## src/spitft_pkg.sv

```systemverilog
`default_nettype none

package spitft_pkg;

    typedef logic [31:0] word_t;
    typedef logic [63:0] frame_t;
    typedef logic [3:0]  reg_addr_t;

    // apb register offsets
    localparam reg_addr_t REG_ADDR   = 4'h0;
    localparam reg_addr_t REG_DATA   = 4'h4;
    localparam reg_addr_t REG_STATUS = 4'h8;

    typedef struct packed {
        logic      psel;
        logic      penable;
        logic      pwrite;
        reg_addr_t paddr;
        word_t     pwdata;
    } apb_req_t;

    typedef struct packed {
        word_t prdata;
        logic  pready;
        logic  pslverr;
    } apb_rsp_t;

    typedef struct packed {
        word_t addr;
        word_t data;
    } cmd_t;

    // pins to the ra8875
    typedef struct packed {
        logic cs_n;
        logic sclk;
        logic mosi;
    } spi_t;

    typedef enum logic [1:0] {
        IDLE  = 2'd0,
        SHIFT = 2'd1,
        GAP   = 2'd2
    } shift_state_t;

endpackage

`default_nettype wire

```

## src/spitft_apb_regs.sv

```systemverilog
`timescale 1ns/1ps
`default_nettype none

module spitft_apb_regs (
    input  logic                 clk,
    input  logic                 nrst,
    input  spitft_pkg::apb_req_t apb_req,
    output spitft_pkg::apb_rsp_t apb_rsp,
    output logic                 push,
    output spitft_pkg::cmd_t     push_cmd,
    input  logic                 fifo_full,
    input  logic [3:0]           fifo_count,
    input  logic                 busy
);
    import spitft_pkg::*;

    word_t addr_q;
    word_t status;
    logic  access;
    logic  wr_addr;
    logic  wr_data;
    logic  known;
    logic  bad_access;

    assign access  = apb_req.psel & apb_req.penable; // access phase only
    assign wr_addr = access & apb_req.pwrite & (apb_req.paddr == REG_ADDR);
    assign wr_data = access & apb_req.pwrite & (apb_req.paddr == REG_DATA);

    assign known = (apb_req.paddr == REG_ADDR)
                 | (apb_req.paddr == REG_DATA)
                 | (apb_req.paddr == REG_STATUS);

    // status is read-only
    assign bad_access = access
                      & (~known | (apb_req.pwrite & (apb_req.paddr == REG_STATUS)));

    // a full queue refuses the command here
    assign push     = wr_data & ~fifo_full;
    assign push_cmd = '{addr: addr_q, data: apb_req.pwdata};

    assign status = {24'd0, fifo_count, 2'b00, fifo_full, busy};

    always_comb begin
        apb_rsp.pready  = 1'b1; // no wait states
        apb_rsp.pslverr = bad_access | (wr_data & fifo_full);
        apb_rsp.prdata  = '0;
        if (access && !apb_req.pwrite) begin
            case (apb_req.paddr)
                REG_ADDR:   apb_rsp.prdata = addr_q;
                REG_STATUS: apb_rsp.prdata = status;
                default:    apb_rsp.prdata = '0; // data word and unknown offsets
            endcase
        end
    end

    always_ff @(posedge clk) begin
        if (!nrst) begin
            addr_q <= '0;
        end else if (wr_addr) begin
            addr_q <= apb_req.pwdata;
        end
    end

    // every accepted push lands in the queue
    a_push_taken: assert property (
        @(posedge clk) disable iff (!nrst)
        push |=> (fifo_count != 4'd0)
    ) else $error("pushed command missing from the fifo count");

endmodule

`default_nettype wire

```

## src/spitft_cmd_fifo.sv

```systemverilog
`timescale 1ns/1ps
`default_nettype none

module spitft_cmd_fifo #(
    parameter int FIFO_DEPTH = 4
) (
    input  logic             clk,
    input  logic             nrst,
    input  logic             push,
    input  spitft_pkg::cmd_t push_cmd,
    output logic             cmd_valid,
    input  logic             cmd_ready,
    output spitft_pkg::cmd_t pop_cmd,
    output logic             full,
    output logic [3:0]       count
);
    import spitft_pkg::*;

    localparam int PTR_W = (FIFO_DEPTH > 1) ? $clog2(FIFO_DEPTH) : 1;
    localparam logic [PTR_W-1:0] LAST_PTR = PTR_W'(FIFO_DEPTH - 1);
    localparam logic [3:0] DEPTH_CNT = 4'(FIFO_DEPTH); // depth up to 15

    cmd_t             mem [FIFO_DEPTH];
    logic [PTR_W-1:0] wr_ptr;
    logic [PTR_W-1:0] rd_ptr;
    logic             pop;

    // wrap explicitly so depths that are not a power of two work
    function automatic logic [PTR_W-1:0] next_ptr(input logic [PTR_W-1:0] ptr);
        if (ptr == LAST_PTR) begin
            return '0;
        end
        return ptr + 1'b1;
    endfunction

    assign cmd_valid = (count != 4'd0);
    assign full      = (count == DEPTH_CNT);
    assign pop       = cmd_valid & cmd_ready;
    assign pop_cmd   = mem[rd_ptr];

    always_ff @(posedge clk) begin
        if (push) begin
            mem[wr_ptr] <= push_cmd;
        end
    end

    always_ff @(posedge clk) begin
        if (!nrst) begin
            wr_ptr <= '0;
            rd_ptr <= '0;
            count  <= 4'd0;
        end else begin
            if (push) wr_ptr <= next_ptr(wr_ptr);
            if (pop) rd_ptr <= next_ptr(rd_ptr);
            if (push && !pop) begin
                count <= count + 4'd1;
            end else if (pop && !push) begin
                count <= count - 4'd1;
            end
        end
    end

    a_count_in_range: assert property (
        @(posedge clk) disable iff (!nrst)
        count <= DEPTH_CNT
    ) else $error("fifo count above depth");

endmodule

`default_nettype wire

```

## src/spitft_shifter.sv

```systemverilog
`timescale 1ns/1ps
`default_nettype none

module spitft_shifter #(
    parameter int CLK_DIV = 2
) (
    input  logic             clk,
    input  logic             nrst,
    input  logic             cmd_valid,
    output logic             cmd_ready,
    input  spitft_pkg::cmd_t cmd,
    output spitft_pkg::spi_t spi,
    output logic             active
);
    import spitft_pkg::*;

    localparam int DIV_W = (CLK_DIV > 1) ? $clog2(CLK_DIV) : 1;
    localparam logic [DIV_W-1:0] DIV_LAST = DIV_W'(CLK_DIV - 1);

    shift_state_t     state;
    frame_t           frame;
    spi_t             spi_q;
    logic [DIV_W-1:0] div_cnt;
    logic [5:0]       bit_cnt;
    logic             half_done;
    logic             load;
    frame_t           next_frame;

    // address and data bytes interleaved from the top byte pair down
    function automatic frame_t build_frame(input cmd_t c);
        return {c.addr[31:24], c.data[31:24], c.addr[23:16], c.data[23:16],
                c.addr[15:8],  c.data[15:8],  c.addr[7:0],   c.data[7:0]};
    endfunction

    assign cmd_ready  = (state == IDLE);
    assign active     = (state != IDLE);
    assign load       = cmd_valid & cmd_ready;
    assign half_done  = (div_cnt == DIV_LAST);
    assign next_frame = build_frame(cmd);
    assign spi        = spi_q;

    // frame payload
    always_ff @(posedge clk) begin
        if (load) begin
            frame <= next_frame;
        end else if (state == SHIFT && half_done && spi_q.sclk) begin
            frame <= frame << 1;
        end
    end

    always_ff @(posedge clk) begin
        if (!nrst) begin
            state   <= IDLE;
            div_cnt <= '0;
            bit_cnt <= 6'd0;
            spi_q   <= '{cs_n: 1'b1, sclk: 1'b0, mosi: 1'b0};
        end else begin
            case (state)
                IDLE: begin
                    if (load) begin
                        state      <= SHIFT;
                        div_cnt    <= '0;
                        bit_cnt    <= 6'd0;
                        spi_q.cs_n <= 1'b0;
                        spi_q.mosi <= next_frame[63]; // first bit ready before sclk rises
                    end
                end
                SHIFT: begin
                    if (!half_done) begin
                        div_cnt <= div_cnt + 1'b1;
                    end else begin
                        div_cnt <= '0;
                        spi_q.sclk <= ~spi_q.sclk;
                        if (spi_q.sclk) begin // falling edge advances a bit
                            if (bit_cnt == 6'd63) begin
                                state      <= GAP;
                                spi_q.cs_n <= 1'b1;
                                spi_q.mosi <= 1'b0;
                            end else begin
                                bit_cnt    <= bit_cnt + 6'd1;
                                spi_q.mosi <= frame[62];
                            end
                        end
                    end
                end
                GAP: begin
                    // cs_n high for CLK_DIV cycles between frames
                    if (half_done) begin
                        div_cnt <= '0;
                        state   <= IDLE;
                    end else begin
                        div_cnt <= div_cnt + 1'b1;
                    end
                end
                default: state <= IDLE;
            endcase
        end
    end

    a_cs_low_in_shift: assert property (
        @(posedge clk) disable iff (!nrst)
        (state == SHIFT) |-> !spi_q.cs_n
    ) else $error("cs_n high during shift");

    a_sclk_idle_low: assert property (
        @(posedge clk) disable iff (!nrst)
        spi_q.cs_n |-> !spi_q.sclk
    ) else $error("sclk toggling with cs_n high");

endmodule

`default_nettype wire

```

## src/spitft_top.sv

```systemverilog
`timescale 1ns/1ps
`default_nettype none

module spitft_top #(
    parameter int FIFO_DEPTH = 4,
    parameter int CLK_DIV    = 2
) (
    input  logic                 clk,
    input  logic                 nrst,
    input  spitft_pkg::apb_req_t apb_req,
    output spitft_pkg::apb_rsp_t apb_rsp,
    output spitft_pkg::spi_t     spi,
    output logic                 busy
);
    import spitft_pkg::*;

    cmd_t       push_cmd;
    cmd_t       pop_cmd;
    logic       push;
    logic       fifo_full;
    logic [3:0] fifo_count;
    logic       cmd_valid;
    logic       cmd_ready;
    logic       shift_active;

    // queued work or a frame on the pins
    assign busy = cmd_valid | shift_active;

    spitft_apb_regs u_regs (
        .clk        (clk),
        .nrst       (nrst),
        .apb_req    (apb_req),
        .apb_rsp    (apb_rsp),
        .push       (push),
        .push_cmd   (push_cmd),
        .fifo_full  (fifo_full),
        .fifo_count (fifo_count),
        .busy       (busy)
    );

    spitft_cmd_fifo #(
        .FIFO_DEPTH (FIFO_DEPTH)
    ) u_fifo (
        .clk       (clk),
        .nrst      (nrst),
        .push      (push),
        .push_cmd  (push_cmd),
        .cmd_valid (cmd_valid),
        .cmd_ready (cmd_ready),
        .pop_cmd   (pop_cmd),
        .full      (fifo_full),
        .count     (fifo_count)
    );

    spitft_shifter #(
        .CLK_DIV (CLK_DIV)
    ) u_shifter (
        .clk       (clk),
        .nrst      (nrst),
        .cmd_valid (cmd_valid),
        .cmd_ready (cmd_ready),
        .cmd       (pop_cmd),
        .spi       (spi),
        .active    (shift_active)
    );

endmodule

`default_nettype wire

```

## config.mk

```make
export PLATFORM = sky130hd
export DESIGN_NAME = spitft_top
export DESIGN_NICKNAME = d
export VERILOG_FILES = /design/src/spitft_pkg.sv /design/src/spitft_apb_regs.sv /design/src/spitft_cmd_fifo.sv /design/src/spitft_shifter.sv /design/src/spitft_top.sv
export SDC_FILE = /design/constraint.sdc
export NUM_CORES = 1
export LEC_CHECK = 0
export BUFFER_PORTS_ARGS = -buffer_cell sky130_fd_sc_hd__buf_2
export CAP_MARGIN = 15
export CORE_MARGIN = 4
export CORE_UTILIZATION = 30
export DETAILED_ROUTE_END_ITERATION = 12
export SKIP_LAST_GASP = 1
export SLEW_MARGIN = 20
export SYNTH_ARGS = -nofsm -noshare
export SYNTH_HDL_FRONTEND = slang
export SYNTH_SLANG_ARGS = --single-unit
```

## constraint.sdc

```tcl
create_clock -name clk -period 2.8 [get_ports clk]
set_input_delay 0.14 -clock clk [delete_from_list [all_inputs] [get_ports clk]]
set_output_delay 0.14 -clock clk [all_outputs]
set_load 0.1 [all_outputs]
```

### After elaboration in Yosys (flattened, before gate mapping)

Memory sizes are Yosys's and may differ from the RTL's. A register that Yosys moved wholly into a read port is not among the register bits.
Index checks and enable logic that the tools add are counted.

* memory bits (read-only): 0
* output and inout port bits: 38
* memory bits (writable): 256
* register bits: 115
* memories: 1
* bits in latches: 0

Memories
* u_fifo.mem: depth 4, width 64, read ports 1, clocked after memory_dff 1, wr ports 1, RTL line spitft_cmd_fifo.sv:23 `cmd_t mem [FIFO_DEPTH];`

* muxes and demuxes: 42
* multiply operators: 0
* reduce and logical (&&, ||, !) cells: 23
* bitwise operators: 17
* eq/ne operators: 14
* add/subtract/negate cells: 6
* shift operators: 0
* div/mod/pow operators: 0
* magnitude comparators: 0

Operators with widths (count)
* $mux W63: 2
* $pmux W32 S2: 1
* $mux W32: 1
* $mux W6: 4
* $mux W2: 11
* $mux W1: 15
* $reduce_and A5 Y1: 3
* $pmux W6 S2: 1
* $reduce_bool A2 Y1: 5
* $and A1 B1 Y1: 9
* $eq A4 B3 Y1 const B: 2
* $mux W4: 2
* $add A6 B1 Y6 const B: 1
* $eq A2 B2 Y1 const B: 3
* $eq A6 B6 Y1 const B: 1
* $ne A2 B1 Y1 const B: 3
* $ne A2 B2 Y1 const B: 3
* $pmux W1 S2: 3
* $pmux W2 S3: 1
* $logic_and A1 B1 Y1: 5
* $or A1 B1 Y1: 5
* $add A2 B1 Y2 const B: 2
* $add A4 B1 Y4 const B: 1
* $eq A4 B4 Y1 const B: 1
* other kinds (12): 17

### Longest topological paths before layout

* depth in word-level cells: 8
* depth in mapped cells: 12
* mapped depth without buffers: 11

### Hierarchy

From an unflattened synthesis, not the netlist that was laid out.

* cells, all modules: 837
* area total of the unflattened synthesis: 15048.2 um2

Modules (own cells, without submodules)
* spitft_cmd_fifo: cells an instance 391, area each 9783.1 um2, instances 1, sequential area each 7887.6 um2
* spitft_shifter: cells an instance 219, area each 3370.7 um2, instances 1, sequential area each 2132.0 um2
* spitft_apb_regs: cells an instance 226, area each 1888.1 um2, instances 1, sequential area each 640.6 um2
* spitft_top: cells an instance 1, area each 6.3 um2, instances 1, sequential area each 0.0 um2

### Least setup slack after synthesis

Ideal clock, no wire load.

* path type: reg-to-reg
* from: register u_shifter.spi_q (netlist bit u_shifter.spi[1])
* to: register u_shifter.frame[0] (enable)
* data arrival time: 2.663 ns
* clock period less this slack: 3.082 ns
* stages on the path, launching flop included: 3
* buffers on the path: 0
* library setup time: 0.419 ns
* path slack: -0.282 ns
* data required time: 2.381 ns
* cells stage by stage: dfxtp_1 and3_1 a21o_1

* word-level cells in the longest chain between the ends: 2

RTL lines
* from (decl): RTL line spitft_shifter.sv:22 `spi_t spi_q;`
* from (signal assigned): RTL line spitft_shifter.sv:56 `spi_q <= '{cs_n: 1'b1, sclk: 1'b0, mosi: 1'b0};`
* $logic_and A1 B1 Y1: RTL line spitft_shifter.sv:46 `end else if (state == SHIFT && half_done && spi_q.sclk) begin`
* $reduce_bool A2 Y1 (no line)
* to (signal assigned): RTL line spitft_shifter.sv:45 `frame <= next_frame;`
* to (signal assigned): RTL line spitft_shifter.sv:47 `frame <= frame << 1;`
* to (decl): RTL line spitft_shifter.sv:21 `frame_t frame;`

Every way passes these cells.
A chain may end at the register's enable or synchronous reset.

### Final worst setup path

* from: register u_fifo.count[3]
* to: register u_fifo.count[3]

* word-level cells in the longest chain between the ends: 6

RTL lines
* from (decl): RTL line spitft_cmd_fifo.sv:15 `output logic [3:0] count`
* from (signal assigned): RTL line spitft_cmd_fifo.sv:56 `count <= count + 4'd1;`
* from (signal assigned): RTL line spitft_cmd_fifo.sv:58 `count <= count - 4'd1;`
* from (signal assigned): RTL line spitft_cmd_fifo.sv:65 `count <= DEPTH_CNT`
* branches (longest 6 deep; another with $sub A4 B1 Y4)

Several ways; the timed one is not identified. The select of a mux whose other input is x is not followed.

==> impl_metrics.env <==
export IMPL_status="finished clean"
export IMPL_routed_via_count=7482
export IMPL_finalHoldViolCount=0
export IMPL_path_class="flop to flop"
export IMPL_die_x_um=229
export IMPL_firstDrtPassIters=5
export IMPL_seqCellArea_um2=10700
export IMPL_multi_input_area_um2=3740
export IMPL_busiest_layer="met2"
export IMPL_p_per_area_nw_per_um2=925
export IMPL_cts_sink_count=373
export IMPL_grt_pass1_vias=7965
export IMPL_gp_congestion=0.749
export IMPL_cp_cell_sequence="or4_4 > nand2_4 > ha_1 > inv_1 > ha_1 > a21o_1 > a21oi_1 > xnor2_1 > or3_1 > a21boi_0"
export IMPL_antenna_found_initial=2
export IMPL_portBuffers=77
export IMPL_cp_data_required_time_ps=3260
export IMPL_rsz0062_at_grt="no"
export IMPL_met1_usage_pct=16.8
export IMPL_cp_start_kind="flop"
export IMPL_worst_slack_ps=171
export IMPL_yosys_area_top_type="edfxtp_1"
export IMPL_grt_pass1_wl_um=48500
export IMPL_wl_per_cell_um=19.6
export IMPL_drc=0
export IMPL_worstMarginPinSlew_ps=680
export IMPL_period_minus_slack_ps=2630
export IMPL_clockBufferDepth=3
export IMPL_yosysSeqAreaShare_pct=72.9
export IMPL_ys_types=46
export IMPL_path_delay_family="simple AND/OR/NAND/NOR gates"
export IMPL_final_common_cell="edfxtp_1"
export IMPL_ys_warn_count=0
export IMPL_drtAntennaViolNets=0
export IMPL_synthCells=805
export IMPL_dieArea_um2=52400
export IMPL_grt_overflow_total=0
export IMPL_clk_pin_slew_ps=60
export IMPL_setup_tns_ps=0
export IMPL_path_max_fanout=7
export IMPL_ys_ff_latch=373
export IMPL_end_kind="flop"
export IMPL_slew_headroom_pct=54.6
export IMPL_tritoncts="done"
export IMPL_critPathSlowestCell="or4_4"
export IMPL_viasPerCell=4.71
export IMPL_drtIter0Drc=509
export IMPL_areaGrowthSynthToFinish_pct=20.7
export IMPL_clk_latency_ps=530
export IMPL_crit_buf_inv=1
export IMPL_io_pins=79
export IMPL_final_util_pct=36.8
export IMPL_synth_area_top_cells="edfxtp_1 65%, mux4_2 9.9%, dfxtp_1 7.4%, mux2_2 4.7%, nand2_1 2.1%"
export IMPL_dp_hpwl_um=18700
export IMPL_htreeDepth=2
export IMPL_crit_arrival_ps=3090
export IMPL_rows=80
export IMPL_grt_use_total_pct=11.8
export IMPL_initial_core_util_pct=30.5
export IMPL_syn_area_per_cell_um2=18.2
export IMPL_die_height_um=229
export IMPL_synthArstFlopShare_pct=0
export IMPL_leakagePower_nw=5.91
export IMPL_core_area_um2=47900
export IMPL_syn_area_um2=14600
export IMPL_fill_cells=4421
export IMPL_post_place_ws_ps=49.3
export IMPL_cts_made_buffers=38
export IMPL_nets=1000
export IMPL_mostFrequentLayoutCells="319 x edfxtp_1, 79 x nand2_1, 64 x mux4_2"
export IMPL_max_stage_delay_ps=630
export IMPL_min_path_type="input pin to flop"
export IMPL_cts_root_buf="clkbuf_16"
export IMPL_layout_drive_gt1_share_pct=31.3
export IMPL_drv_slew=0
export IMPL_grt_util_met3_pct=1.99
export IMPL_hold_ws_ps=297
export IMPL_finalClockSkew_ps=22.6
export IMPL_cap_viol_max_count=0
export IMPL_synthesis_nets=860
export IMPL_wl_um=31200
export IMPL_irDropWorstVdd_mv=0.778
export IMPL_clock_fmax_ghz=0.380
export IMPL_setup_violations=0
export IMPL_synth_edf_count=319
export IMPL_critPathMostFrequentCell="ha_1"
export IMPL_synth_top_area_share_pct=65.5
export IMPL_ys_flop_type="edfxtp_1"
export IMPL_timing_final_crit_share_pct=93.9
export IMPL_grt_util_met2_pct=19.1
export IMPL_grt_max_degree=67
state kept, by name, indices dropped and copies added (netlist names), named ones only:
name               cells
u_fifo.rd_ptr          2
u_fifo.mem           256
u_shifter.spi          3
u_shifter.div_cnt      1
u_shifter.state        2
u_shifter.frame       63
u_shifter.bit_cnt      6
u_regs.addr_q         32
u_fifo.count           4
u_fifo.wr_ptr          2
report_power, final:
part           switching [mW]  internal, mW  leakage, nW  total (mW)
registers               0.322          7.07         3.47        7.39
clock network            2.03          2.69        0.573        4.72
logic                    2.17          2.05         1.87        4.21
cell usage after synthesis (all sizes together) (8+ instances only):
library cell / count
nor2: 15
buf: 21
edfxtp: 319
a21boi: 37
ha: 13
mux4: 64
dfxtp: 54
and2: 34
mux2: 62
nor2b: 8
nand2: 81
nand3: 8
clkbuf: 19
inv: 11
per-stage QoR:
stage | cells | instance area [um^2] | total power, mW
after floorplan | 805 | 14600 | 10.7
after global placement | 1486 | 16100 | 11.7
after detailed placement | 1486 | 16100 | 11.7
after CTS | 1588 | 17600 | 16.6
after global routing | 1590 | 17700 | 17.1
final | 1590 | 17700 | 16.3
worst reg2reg max path: stages, from the launching register on:
cell	delay, ps
dfxtp_1	350
or4_4	630
nand2_4	120
ha_1	180
inv_1	90
ha_1	270
a21o_1	180
a21oi_1	180
xnor2_1	100
or3_1	300
a21boi_0	160
kinds of logic (layout without fill, tap and decap cells):
logic type | after synthesis | in the layout | share of synthesized area [%]
DFF | 373 | 373 | 72.9
and+or+nand+nor | 166 | 166 | 5.59
muxes | 131 | 131 | 15.0
AOI/OAI and AO/OA | 65 | 65 | 3.29
buffers and inverters | 51 | 220 | 1.75
adders and majority gates | 14 | 14 | 1.25
xor gates and xnor gates | 4 | 4 | 0.239
other | 1 | 2 | 0.0256
timing repair:
| action | CTS | global route |
|---|---|---|
| endpoints found under the setup margin | 0 | 1 |
| hold buffers | 33 | 0 |
| setup buffers | 0 | 1 |
| resized for setup | 0 | 3 |
| hold endpoints to repair | 160 | 0 |
path summary, 6_finish.rpt:
| check | startpoint | endpoint | slack [ps] | cells after the start |
|---|---|---|---|---|
| max | u_fifo.count[3]$_SDFFE_PN0P_ | u_fifo.count[3]$_SDFFE_PN0P_ | 170 | 10 |
| min | apb_req[34] | u_fifo.wr_ptr[1]$_SDFFE_PN0N_ | 300 | 5 |
| min reg2reg | u_shifter.bit_cnt[1]$_SDFFE_PN0P_ | u_shifter.bit_cnt[1]$_SDFFE_PN0P_ | 480 | 2 |
| max reg2reg | u_fifo.count[3]$_SDFFE_PN0P_ | u_fifo.count[3]$_SDFFE_PN0P_ | 170 | 10 |
metal layers:
layer | wire length (um) | share of wire (%)
met5 | 0 | 0
met4 | 604 | 1.9
met1 | 14400 | 46
met3 | 1320 | 4.2
met2 | 14800 | 48
final cells by class:
type | instances | share of cell area [%]
multi-input cells | 381 | 21.2
well taps | 615 | 4.36
repair buffers | 140 | 7.23
clock inverters | 13 | 0.446
flip-flops and latches | 373 | 60.4
clock buffers | 56 | 6.12
inverters | 11 | 0.234
diodes | 1 | 0.0142
Power figures use the tool's default switching activity.
